`config.mk`:
```
export PLATFORM = sky130hd
export DESIGN_NAME = irs_ctrl_top
export DESIGN_NICKNAME = d
export VERILOG_FILES = /design/src/hdl/irs_pkg.sv /design/src/hdl/irs_apb_regs.sv /design/src/hdl/irs_daughter_mon.sv /design/src/hdl/irs_mon_collect.sv /design/src/hdl/irs_ctrl_top.sv
export VERILOG_INCLUDE_DIRS = /design/src /design/src/hdl
export SDC_FILE = /design/constraint.sdc
export NUM_CORES = 1
export LEC_CHECK = 0
export BUFFER_PORTS_ARGS = -buffer_cell sky130_fd_sc_hd__buf_2
export CAP_MARGIN = 20
export CORE_MARGIN = 1.5
export CORE_UTILIZATION = 53
export DETAILED_ROUTE_END_ITERATION = 12
export HOLD_SLACK_MARGIN = 0.15
export PLACE_DENSITY = 0.75
export SLEW_MARGIN = 10
export SYNTH_ARGS = -nofsm -noshare
export SYNTH_HDL_FRONTEND = slang
export SYNTH_SLANG_ARGS = --single-unit
```
`constraint.sdc`:
```
create_clock -name clk_i -period 1.8 [get_ports clk_i]
set_clock_uncertainty 0.1 [all_clocks]
set_input_delay 0.27 -clock clk_i [delete_from_list [all_inputs] [get_ports clk_i]]
set_output_delay 0.27 -clock clk_i [all_outputs]
set_load 0.01 [all_outputs]
```
`src/hdl/irs_cfg.svh`:
```
`ifndef IRS_CFG_SVH
`define IRS_CFG_SVH

////////////////////////////////////////////////////////////
// Board and datapath sizes
////////////////////////////////////////////////////////////

// Daughterboards on the carrier
`define IRS_NUM_DAUGHTERS    4
// APB word address and data bus widths
`define IRS_APB_ADDR_W       8
`define IRS_APB_DATA_W       16
// Wilkinson monitor count, saturates at all ones
`define IRS_MON_W            10
// Bias and Wilkinson counter settings
`define IRS_DAC_W            12

// Setting values after reset
`define IRS_SBBIAS_DEFAULT   12'h7FF
`define IRS_WILKCNT_DEFAULT  12'd620

////////////////////////////////////////////////////////////
// Register map, word addresses
////////////////////////////////////////////////////////////

`define IRS_ADDR_CTL         8'h00
`define IRS_ADDR_MONCTL      8'h01
`define IRS_ADDR_SBBIAS      8'h02
`define IRS_ADDR_WILKCNT     8'h03
`define IRS_ADDR_MONSTAT     8'h04
// Daughter d count lives at WILKMON0 + d
`define IRS_ADDR_WILKMON0    8'h08

// Field positions inside CTL
`define IRS_CTL_EN_BIT       0
`define IRS_CTL_NREFCLK_BIT  2
`define IRS_CTL_DEN_LSB      8

`endif

```
`src/hdl/irs_pkg.sv`:
```
package irs_pkg;

`include "irs_cfg.svh"

	////////////////////////////////////////////////////////////
	// Bus types
	////////////////////////////////////////////////////////////

	// Word address on the APB port
	typedef logic [`IRS_APB_ADDR_W-1:0] apb_addr_t;
	// Read and write data
	typedef logic [`IRS_APB_DATA_W-1:0] apb_data_t;

	////////////////////////////////////////////////////////////
	// Board types
	////////////////////////////////////////////////////////////

	// Bias or Wilkinson counter setting
	typedef logic [`IRS_DAC_W-1:0] dac_t;
	// Edge count of one monitor run
	typedef logic [`IRS_MON_W-1:0] mon_cnt_t;
	// One bit per daughterboard
	typedef logic [`IRS_NUM_DAUGHTERS-1:0] daughter_vec_t;

	// Wilkinson monitor FSM
	typedef enum logic [1:0] {
		MON_IDLE,
		MON_COUNT,
		MON_LATCH
	} mon_state_e;

endpackage

```
`src/hdl/irs_apb_regs.sv`:
```
`include "irs_cfg.svh"

module irs_apb_regs
	import irs_pkg::*;
(
	input  logic          clk_i,
	input  logic          irs_rst,
	// APB slave
	input  logic          psel_i,
	input  logic          penable_i,
	input  logic          pwrite_i,
	input  apb_addr_t     paddr_i,
	input  apb_data_t     pwdata_i,
	output apb_data_t     prdata_o,
	output logic          pready_o,
	output logic          pslverr_o,
	// Monitor results from the collector
	input  mon_cnt_t      mon_count_i [`IRS_NUM_DAUGHTERS],
	input  daughter_vec_t mon_new_i,
	output daughter_vec_t mon_clear_o,
	// Control to the daughter monitors and the board
	output daughter_vec_t daughter_en_o,
	output daughter_vec_t mon_run_o,
	output logic          refclk_en_o,
	output dac_t          sbbias_o,
	output dac_t          wilkcnt_o
);

	// Transfer phase decode
	logic          setup_w;
	logic          access_w;
	logic          rdy_nxt_w;
	logic          wr_en_w;
	logic          rd_done_w;
	// Address decode and read mux
	logic          addr_ok_w;
	apb_data_t     rd_data_w;
	// Response registers
	logic          pready_q;
	logic          pslverr_q;
	apb_data_t     prdata_q;
	// Control registers
	logic          glob_en_q;
	logic          n_refclk_q;
	daughter_vec_t dtr_en_q;
	daughter_vec_t run_q;
	dac_t          sbbias_q;
	dac_t          wilkcnt_q;

	////////////////////////////////////////////////////////////
	// APB handshake
	////////////////////////////////////////////////////////////

	assign setup_w  = psel_i & ~penable_i;
	assign access_w = psel_i & penable_i;

	// Writes are ready in the first access cycle
	// reads get one wait state, ready in the second
	assign rdy_nxt_w = (setup_w & pwrite_i) | (access_w & ~pwrite_i & ~pready_q);

	// Completing edges
	assign wr_en_w   = access_w & pwrite_i & pready_q;
	assign rd_done_w = access_w & ~pwrite_i & pready_q;

	always_ff @(posedge clk_i) begin
		if (irs_rst) begin
			pready_q  <= 1'b0;
			pslverr_q <= 1'b0;
		end else begin
			pready_q  <= rdy_nxt_w;
			// Error goes out with ready, only for holes in the map
			pslverr_q <= rdy_nxt_w & ~addr_ok_w;
		end
	end

	// Read data captured in the wait state
	always_ff @(posedge clk_i) begin
		if (access_w & ~pwrite_i & ~pready_q)
			prdata_q <= rd_data_w;
	end

	assign pready_o  = pready_q;
	assign pslverr_o = pslverr_q;
	assign prdata_o  = prdata_q;

	////////////////////////////////////////////////////////////
	// Read mux and address check
	////////////////////////////////////////////////////////////

	always_comb begin
		rd_data_w = '0;
		addr_ok_w = 1'b1;
		case (paddr_i)
			`IRS_ADDR_CTL: begin
				rd_data_w[`IRS_CTL_EN_BIT]                          = glob_en_q;
				rd_data_w[`IRS_CTL_NREFCLK_BIT]                     = n_refclk_q;
				rd_data_w[`IRS_CTL_DEN_LSB +: `IRS_NUM_DAUGHTERS]   = dtr_en_q;
			end
			`IRS_ADDR_MONCTL:  rd_data_w[`IRS_NUM_DAUGHTERS-1:0] = run_q;
			`IRS_ADDR_SBBIAS:  rd_data_w[`IRS_DAC_W-1:0]         = sbbias_q;
			`IRS_ADDR_WILKCNT: rd_data_w[`IRS_DAC_W-1:0]         = wilkcnt_q;
			`IRS_ADDR_MONSTAT: rd_data_w[`IRS_NUM_DAUGHTERS-1:0] = mon_new_i;
			default: begin
				// Monitor counts, one word per daughter
				addr_ok_w = 1'b0;
				for (int d = 0; d < `IRS_NUM_DAUGHTERS; d++) begin
					if (paddr_i == apb_addr_t'(`IRS_ADDR_WILKMON0 + d)) begin
						rd_data_w[`IRS_MON_W-1:0] = mon_count_i[d];
						addr_ok_w                 = 1'b1;
					end
				end
			end
		endcase
	end

	// Flags that were returned get cleared as the MONSTAT read completes
	assign mon_clear_o = (rd_done_w && paddr_i == `IRS_ADDR_MONSTAT) ?
		prdata_q[`IRS_NUM_DAUGHTERS-1:0] : '0;

	////////////////////////////////////////////////////////////
	// Control and setting registers
	////////////////////////////////////////////////////////////

	always_ff @(posedge clk_i) begin
		if (irs_rst) begin
			glob_en_q  <= 1'b0;
			n_refclk_q <= 1'b0;
			dtr_en_q   <= '0;
			run_q      <= '0;
			sbbias_q   <= `IRS_SBBIAS_DEFAULT;
			wilkcnt_q  <= `IRS_WILKCNT_DEFAULT;
		end else if (wr_en_w) begin
			case (paddr_i)
				`IRS_ADDR_CTL: begin
					glob_en_q  <= pwdata_i[`IRS_CTL_EN_BIT];
					n_refclk_q <= pwdata_i[`IRS_CTL_NREFCLK_BIT];
					dtr_en_q   <= pwdata_i[`IRS_CTL_DEN_LSB +: `IRS_NUM_DAUGHTERS];
				end
				`IRS_ADDR_MONCTL:  run_q     <= pwdata_i[`IRS_NUM_DAUGHTERS-1:0];
				`IRS_ADDR_SBBIAS:  sbbias_q  <= pwdata_i[`IRS_DAC_W-1:0];
				`IRS_ADDR_WILKCNT: wilkcnt_q <= pwdata_i[`IRS_DAC_W-1:0];
				// MONSTAT, WILKMON and unmapped words hold nothing writable
				default: ;
			endcase
		end
	end

	// Daughter only runs with the global enable set too
	assign daughter_en_o = dtr_en_q & {`IRS_NUM_DAUGHTERS{glob_en_q}};
	assign mon_run_o     = run_q;
	// Reference clock bit is stored inverted
	assign refclk_en_o   = ~n_refclk_q;
	assign sbbias_o      = sbbias_q;
	assign wilkcnt_o     = wilkcnt_q;

endmodule

```
`src/hdl/irs_daughter_mon.sv`:
```
module irs_daughter_mon
	import irs_pkg::*;
(
	input  logic     clk_i,
	input  logic     irs_rst,
	// Daughter enable, gates counting
	input  logic     en_i,
	// Monitor run bit from the register block
	input  logic     run_i,
	// Wilkinson strobe of this daughter
	input  logic     strobe_i,
	// Count of the last finished run
	output mon_cnt_t count_o,
	// One cycle pulse with a new count_o
	output logic     update_o
);

	mon_state_e state_q;
	// Registered copies for edge detection
	logic       run_q;
	logic       strobe_q;
	logic       update_q;
	logic       run_rise_w;
	logic       run_fall_w;
	logic       strobe_rise_w;
	logic       cnt_inc_w;
	// Running count and latched result
	mon_cnt_t   cnt_q;
	mon_cnt_t   count_q;

	assign run_rise_w    = run_i & ~run_q;
	assign run_fall_w    = ~run_i & run_q;
	assign strobe_rise_w = strobe_i & ~strobe_q;

	// Count only while running and enabled, hold at all ones
	assign cnt_inc_w = (state_q == MON_COUNT) && run_i && strobe_rise_w && en_i &&
		(cnt_q != '1);

	////////////////////////////////////////////////////////////
	// Monitor FSM
	////////////////////////////////////////////////////////////

	always_ff @(posedge clk_i) begin
		if (irs_rst) begin
			state_q  <= MON_IDLE;
			run_q    <= 1'b0;
			strobe_q <= 1'b0;
			update_q <= 1'b0;
		end else begin
			run_q    <= run_i;
			strobe_q <= strobe_i;
			update_q <= 1'b0;
			case (state_q)
				MON_IDLE: begin
					if (run_rise_w)
						state_q <= MON_COUNT;
				end
				MON_COUNT: begin
					if (run_fall_w)
						state_q <= MON_LATCH;
				end
				MON_LATCH: begin
					// Result goes out next cycle
					update_q <= 1'b1;
					state_q  <= MON_IDLE;
				end
				default: state_q <= MON_IDLE;
			endcase
		end
	end

	// Counter and result latch
	always_ff @(posedge clk_i) begin
		if (state_q == MON_IDLE && run_rise_w)
			cnt_q <= '0;
		else if (cnt_inc_w)
			cnt_q <= cnt_q + 1'b1;
		if (state_q == MON_LATCH)
			count_q <= cnt_q;
	end

	assign count_o  = count_q;
	assign update_o = update_q;

endmodule

```
`src/hdl/irs_mon_collect.sv`:
```
`include "irs_cfg.svh"

module irs_mon_collect
	import irs_pkg::*;
(
	input  logic          clk_i,
	input  logic          irs_rst,
	// Update pulses and counts from the daughter monitors
	input  daughter_vec_t update_i,
	input  mon_cnt_t      count_i [`IRS_NUM_DAUGHTERS],
	// Read-clear from the register block
	input  daughter_vec_t clear_i,
	// Stored counts and new-value flags
	output mon_cnt_t      count_o [`IRS_NUM_DAUGHTERS],
	output daughter_vec_t new_o
);

	mon_cnt_t      count_q [`IRS_NUM_DAUGHTERS];
	daughter_vec_t new_q;

	////////////////////////////////////////////////////////////
	// Sticky flags
	////////////////////////////////////////////////////////////

	// Set wins, so a result landing on the clearing read stays flagged
	always_ff @(posedge clk_i) begin
		if (irs_rst)
			new_q <= '0;
		else
			new_q <= update_i | (new_q & ~clear_i);
	end

	////////////////////////////////////////////////////////////
	// Count storage
	////////////////////////////////////////////////////////////

	// Last finished count per daughter, zero until the first run ends
	always_ff @(posedge clk_i) begin
		if (irs_rst) begin
			for (int d = 0; d < `IRS_NUM_DAUGHTERS; d++)
				count_q[d] <= '0;
		end else begin
			for (int d = 0; d < `IRS_NUM_DAUGHTERS; d++) begin
				if (update_i[d])
					count_q[d] <= count_i[d];
			end
		end
	end

	assign count_o = count_q;
	assign new_o   = new_q;

endmodule

```
`src/hdl/irs_ctrl_top.sv`:
```
`include "irs_cfg.svh"

module irs_ctrl_top
	import irs_pkg::*;
(
	input  logic          clk_i,
	input  logic          irs_rst,
	// APB slave port
	input  logic          psel_i,
	input  logic          penable_i,
	input  logic          pwrite_i,
	input  apb_addr_t     paddr_i,
	input  apb_data_t     pwdata_i,
	output apb_data_t     prdata_o,
	output logic          pready_o,
	output logic          pslverr_o,
	// Wilkinson strobes, one per daughter
	input  daughter_vec_t wilk_strobe_i,
	// Board controls
	output daughter_vec_t daughter_en_o,
	output logic          refclk_en_o,
	output dac_t          sbbias_o,
	output dac_t          wilkcnt_o
);

	// Register block to monitors
	daughter_vec_t daughter_en_w;
	daughter_vec_t mon_run_w;
	// Monitors to collector
	daughter_vec_t mon_update_w;
	mon_cnt_t      mon_count_w [`IRS_NUM_DAUGHTERS];
	// Collector and register block
	mon_cnt_t      store_count_w [`IRS_NUM_DAUGHTERS];
	daughter_vec_t mon_new_w;
	daughter_vec_t mon_clear_w;

	////////////////////////////////////////////////////////////
	// APB registers
	////////////////////////////////////////////////////////////

	irs_apb_regs u_regs (
		.clk_i         (clk_i),
		.irs_rst       (irs_rst),
		.psel_i        (psel_i),
		.penable_i     (penable_i),
		.pwrite_i      (pwrite_i),
		.paddr_i       (paddr_i),
		.pwdata_i      (pwdata_i),
		.prdata_o      (prdata_o),
		.pready_o      (pready_o),
		.pslverr_o     (pslverr_o),
		.mon_count_i   (store_count_w),
		.mon_new_i     (mon_new_w),
		.mon_clear_o   (mon_clear_w),
		.daughter_en_o (daughter_en_w),
		.mon_run_o     (mon_run_w),
		.refclk_en_o   (refclk_en_o),
		.sbbias_o      (sbbias_o),
		.wilkcnt_o     (wilkcnt_o)
	);

	assign daughter_en_o = daughter_en_w;

	////////////////////////////////////////////////////////////
	// Per-daughter Wilkinson monitors
	////////////////////////////////////////////////////////////

	for (genvar d = 0; d < `IRS_NUM_DAUGHTERS; d++) begin : g_dtr
		irs_daughter_mon u_mon (
			.clk_i    (clk_i),
			.irs_rst  (irs_rst),
			.en_i     (daughter_en_w[d]),
			.run_i    (mon_run_w[d]),
			.strobe_i (wilk_strobe_i[d]),
			.count_o  (mon_count_w[d]),
			.update_o (mon_update_w[d])
		);
	end

	// Result storage and flags for readback
	irs_mon_collect u_collect (
		.clk_i    (clk_i),
		.irs_rst  (irs_rst),
		.update_i (mon_update_w),
		.count_i  (mon_count_w),
		.clear_i  (mon_clear_w),
		.count_o  (store_count_w),
		.new_o    (mon_new_w)
	);

endmodule

```
---- Word-level counts from Yosys, hierarchy flattened ----
Cells that the tools add are included.
cells by class
  $add $sub $neg .......................... 4
  multiply operators ...................... 0
  div/mod/pow operators ................... 0
  magnitude comparators ................... 0
  equality and inequality tests ........... 28
  shift-type cells ........................ 0
  multiplexer cells ....................... 33
  bitwise gates (word level) .............. 43
  reduce and logical (&&, ||, !) cells .... 37
operators with widths
  kind                     count
  $add A10 B1 Y10 const B  4
  $mux W10                 4
  $ne A10 B10 Y1 const B   4
  $eq A8 B4 Y1 const B     4
  $and A1 B1 Y1            21
  $logic_and A1 B1 Y1      21
  $pmux W1 S5              4
  $not A1 Y1               17
  $eq A8 B2 Y1 const B     2
  $mux W2                  8
  $ne A2 B1 Y1 const B     8
  $pmux W2 S2              4
  $reduce_and A2 Y1        8
  $pmux W4 S3              1
  $mux W1                  9
  $and A4 B4 Y4            2
  $eq A2 B1 Y1 const B     4
  $eq A2 B2 Y1 const B     4
  $eq A8 B1 Y1 const B     1
  $eq A8 B3 Y1 const B     1
  $logic_not A2 Y1         4
  $logic_not A8 Y1         1
  $pmux W2 S4              1
  $pmux W2 S3              1
  7 further kinds          7
storage, ports and cells
  flip-flop bits (word level) ............. 192
  bits in latches ......................... 0
  bits in writable memories ............... 0
  memory bits (read-only) ................. 0
  input port bits ......................... 33
  word-level logic and storage cells ...... 183
  memories ................................ 0

---- Longest topological paths before layout ----
  depth after elaboration ................. 8
  depth in mapped cells ................... 7
  mapped depth without buffers ............ 5

---- Hierarchy ----
From an unflattened synthesis, not the netlist that was laid out.
second synthesis, totals
  cells, all modules ...................... 771
  area, all modules ....................... 8165.3 um2
by module, submodules not included
  module            times used  cells each  area an instance (um2)  sequential area each (um2)
  irs_daughter_mon  4           92          1009.7                  600.6
  irs_apb_regs      1           258         2565.0                  1081.0
  irs_mon_collect   1           145         1561.5                  880.8

---- Worst setup path after synthesis ----
No wires, ideal clock.
  path kind ............................... input to register
  start point ............................. input paddr_i[5]
  end point ............................... register u_collect.new_q[0], in the netlist u_collect.new_o[0]
  library setup time ...................... 0.132 ns
  arrival ................................. 1.672 ns
  required time ........................... 1.568 ns
  slack ................................... -0.104 ns
  cell stages on the path ................. 5
  path buffers ............................ 1
  path through ............................ or4_1 -> buf_4 -> or4_4 -> o21ai_1 -> a21oi_1
on the way
  word-level cells in the longest chain between the ends .. 6
ends and longest elaborated chain
  item                                  RTL line               RTL
  from (decl)                           irs_ctrl_top.sv:12     input apb_addr_t paddr_i,
  $eq A8 B3 Y1 (no source line)         n/a
  $logic_and A1 B1 Y1 (no source line)  n/a
  $mux W4                               irs_apb_regs.sv:117    assign mon_clear_o = (rd_done_w && paddr_i == `IRS_ADDR_MONSTAT) ?
  $not A4 Y4                            irs_mon_collect.sv:30  new_q <= update_i | (new_q & ~clear_i);
  $and A4 B4 Y4                         irs_mon_collect.sv:30
  $or A4 B4 Y4                          irs_mon_collect.sv:30
  to (signal assigned)                  irs_mon_collect.sv:30
  to (decl)                             irs_mon_collect.sv:19  daughter_vec_t new_q;
Every way passes these cells.
A chain may end at the register's enable or synchronous reset.

---- Worst setup path in the final report ----
  start point ............................. register u_regs.glob_en_q
  end point ............................... register g_dtr[0].u_mon.cnt_q[9]
on the way
  word-level cells in the longest chain between the ends .. 3
ends and longest elaborated chain
  item                               RTL line                RTL
  from (decl)                        irs_apb_regs.sv:43      logic glob_en_q;
  from (signal assigned)             irs_apb_regs.sv:135     glob_en_q <= pwdata_i[`IRS_CTL_EN_BIT];
  $and A4 B4 Y4                      irs_apb_regs.sv:149     assign daughter_en_o = dtr_en_q & {`IRS_NUM_DAUGHTERS{glob_en_q}};
  $logic_and A1 B1 Y1 (2 in series)  irs_daughter_mon.sv:36  assign cnt_inc_w = (state_q == MON_COUNT) && run_i && strobe_rise_w && en_i &&
  to (signal assigned)               irs_daughter_mon.sv:77  cnt_q <= cnt_q + 1'b1;
  to (decl)                          irs_daughter_mon.sv:28  mon_cnt_t cnt_q;
Every way passes these cells.

==> results.cfg <==
[detailed_routing]
postRouteWirelength_um = 21700
ant_nets = 0
firstDrtPassIters = 5
vias_per_cell = 5.95
drcViolationCount = 0
num_vias = 6944
drt_iter0_drc = 608
drt-wirelength-per-cell_um = 18.6

[synthesis]
syn_inst = 790
syn-cell-area_um2 = 8260
synth-edff-count = 52
ys_warn_count = 0
async_reset_ff_frac = 0
yosys_most_used_dff = dfxtp_1
synth_seq_area_share = 0.528
synth.top_cell.area_share = 0.339
yosys.area.top_type = dfxtp_1
synth-seq-cells = 192
synth.distinct_cells = 65
avgSynthCellArea_um2 = 10.5
ys_top_cells_by_area = dfxtp_1 (34%), edfxtp_1 (19%), mux2i_1 (9.4%)

[floorplanning]
initial_core_util = 0.544
die-area_um2 = 16400
rows = 45
die_h_um = 128
ioPinCount = 80
core-area_um2 = 15200
die_width_um = 128

[clocking]
cts.path.max_buffers = 2
clock_latency_ns = 0.43
h-tree-depth = 4
cts_buffers = 17
cts.clk_slew.worst_paths_ns = 0.07
root_buffer = clkbuf_16
clkSinkCount = 192
cts_tree = built

[worst_hold_path]
min_delay_path_depth = 4
hold_class = primary input to register
holdPathEnd = u_regs.pready_o$_SDFF_PP0_
min_from = penable_i

[timing]
fin_crit_sh = 1.07
layout_setup_ws_ns = -0.120
min_period_ns = 1.92
hold_violations = 0
rsz0062_at_grt = yes
fmax_ghz = 0.521
drv_slew = 0
tightestPinTransition_ns = 0.632
setup_viol = 7
slew_headroom = 0.578

[pwr]
ir_drop_uv = 807
p_per_area_nw_per_um2 = 808
p_leak_nw = 4.05

[grt]
grt_max_degree = 43
grt_pass1_wl_um = 34000
grt_remaining_overflow = 0
antenna_found_initial = 0
grt_usage = 0.268
grt_pass1_vias = 6856

[worst_setup_path]
cp_slowest_cell = or4_1
crit_required_ns = 2.06
end_kind = register
cp.arrival_ns = 2.18
critPathKind = register to register
cp_max_fo = 6
r2r_end = g_dtr[0].u_mon.cnt_q[9]$_SDFFE_PP0P_
reg2reg_depth = 4
crit_start = u_regs.glob_en_q$_SDFFE_PP0P_
crit_chain = nand2_4, or4_4, or4_1, a21oi_2
slowest_delay_ns = 0.57
start_kind = register
r2r_slack_ns = -0.12
rr_startpoint = u_regs.glob_en_q$_SDFFE_PP0P_

[run_status]
violations = setup timing
outcome = finished with violations

[cells_and_area]
syn2layout_area_growth_pct = 26.3
layout_common_cells = dfxtp_1 (135), buf_4 (105), nor2_1 (88)
nNetsFinal = 1003
fin_util = 0.687
layout.cells.non_filler = 1167
drive_above_1_share = 0.280
layout_commonest_cell = dfxtp_1
antennaDiodeCount = 0
fill_cells = 1093

[run]
max_cap_viol_count = 0

[placed_design]
dp_hpwl_um = 15200
dp_cells = 1111
port-buffer-count = 71
gp_congestion = 0.927
## registers in the layout, summed over array words and instances (netlist names)
register,flops
u_regs.prdata_o,12
u_regs.pready_o,1
u_regs.n_refclk_q,1
g_dtr.u_mon.update_o,4
u_regs.pslverr_o,1
u_regs.sbbias_o,12
u_regs.wilkcnt_o,12
u_regs.glob_en_q,1
u_collect.count_o,40
u_regs.dtr_en_q,4
g_dtr.u_mon.count_o,40
g_dtr.u_mon.cnt_q,40
u_collect.new_o,4
g_dtr.u_mon.strobe_q,4
u_regs.mon_run_o,4
g_dtr.u_mon.state_q,8
g_dtr.u_mon.run_q,4
## Yosys cell counts, drive strengths merged (2+ instances only)
cell type,n
o22ai,2
maj3,4
nand3,27
dfxtp,140
edfxtp,52
inv,23
o31ai,19
nor2,88
nand2b,10
a41oi,2
o311ai,2
nor4,9
nand2,40
a2bb2oi,2
a21oi,50
clkbuf,23
buf,27
nor2b,23
ha,4
o41ai,4
nand4,14
a32oi,2
a21o,2
mux4,10
mux2i,78
nor3b,9
nor3,14
a211oi,7
or2,6
and3,7
and2,9
and4,9
nand3b,4
o21ai,18
nor4b,3
or4,19
a31oi,3
or3,10
## repair_timing
action / in CTS / in global routing
pin swaps: 1 / 3
cloned: 0 / 2
gates resized for setup: 11 / 25
setup endpoints to repair: 23 / 27
hold endpoints to repair: 39 / 0
hold buffers: 21 / 0
buffers inserted: 1 / 1
## metrics by stage
step | hold WS [ns] | setup slack (ns) | area [µm²] | total power [mW] | TNS (ns)
after floorplan | 0.298 | -0.0909 | 8310 | 4.71 | -0.356
after global placement | 0.355 | -0.178 | 9520 | 4.85 | -4.31
after detailed placement | 0.358 | -0.225 | 9520 | 4.86 | -6.04
after CTS | 0.166 | -0.103 | 10300 | 8.46 | -0.651
after global routing | 0.205 | -0.143 | 10400 | 8.69 | -0.777
final | 0.171 | -0.120 | 10400 | 8.43 | -0.463
## where the power goes
part	switching (mW)	leakage (nW)	internal [mW]
combinational	0.195	2.17	0.172
sequential	0.0139	1.62	4.43
clock	1.69	0.263	1.93
total	1.90	4.05	6.53
## per-layer routing
layer  routed length [µm]  track usage
met4                  769        0.132
met2                10400        0.450
met3                 1300       0.0467
met1                 9150        0.336
met5                    0            0
## kinds of logic (layout without fill, tap and decap cells)
logic type | Yosys count | after routing | synth area share
and+or+nand+nor | 307 | 309 | 0.207
DFF | 192 | 192 | 0.528
AOI/OAI and AO/OA | 120 | 120 | 0.0904
muxes | 89 | 89 | 0.123
buffers and inverters | 73 | 257 | 0.0397
adders and majority gates | 8 | 8 | 0.0109
other | 1 | 4 | 0.000454
## worst max-delay path by stage
stage,endpoint,depth (start not counted)
after floorplan,u_collect.new_o[0]$_SDFF_PP0_,5
after CTS,g_dtr[0].u_mon.cnt_q[8]$_SDFFE_PP0P_,5
after global routing,g_dtr[0].u_mon.cnt_q[5]$_SDFFE_PP0P_,5
final,g_dtr[0].u_mon.cnt_q[9]$_SDFFE_PP0P_,4
after global placement,u_collect.new_o[3]$_SDFF_PP0_,5
after detailed placement,u_collect.new_o[2]$_SDFF_PP0_,5
## critical path: cells and delay by family (launching register included)
kind	cells	cell delay, ns
simple gates	3	1.19
flops	1	0.40
compound gates	1	0.15
## layout make-up
| class | count | area [µm²] | share of cell area |
|---|---|---|---|
| sequential | 192 | 4370 | 0.419 |
| multi-input combinational | 530 | 3730 | 0.357 |
| timing repair buffer | 202 | 1450 | 0.139 |
| clock buffer | 18 | 429 | 0.0411 |
| tap | 188 | 235 | 0.0225 |
| clock inverter | 14 | 133 | 0.0127 |
| inverter | 23 | 86.3 | 0.00827 |
(Power assumes the default switching activity.)
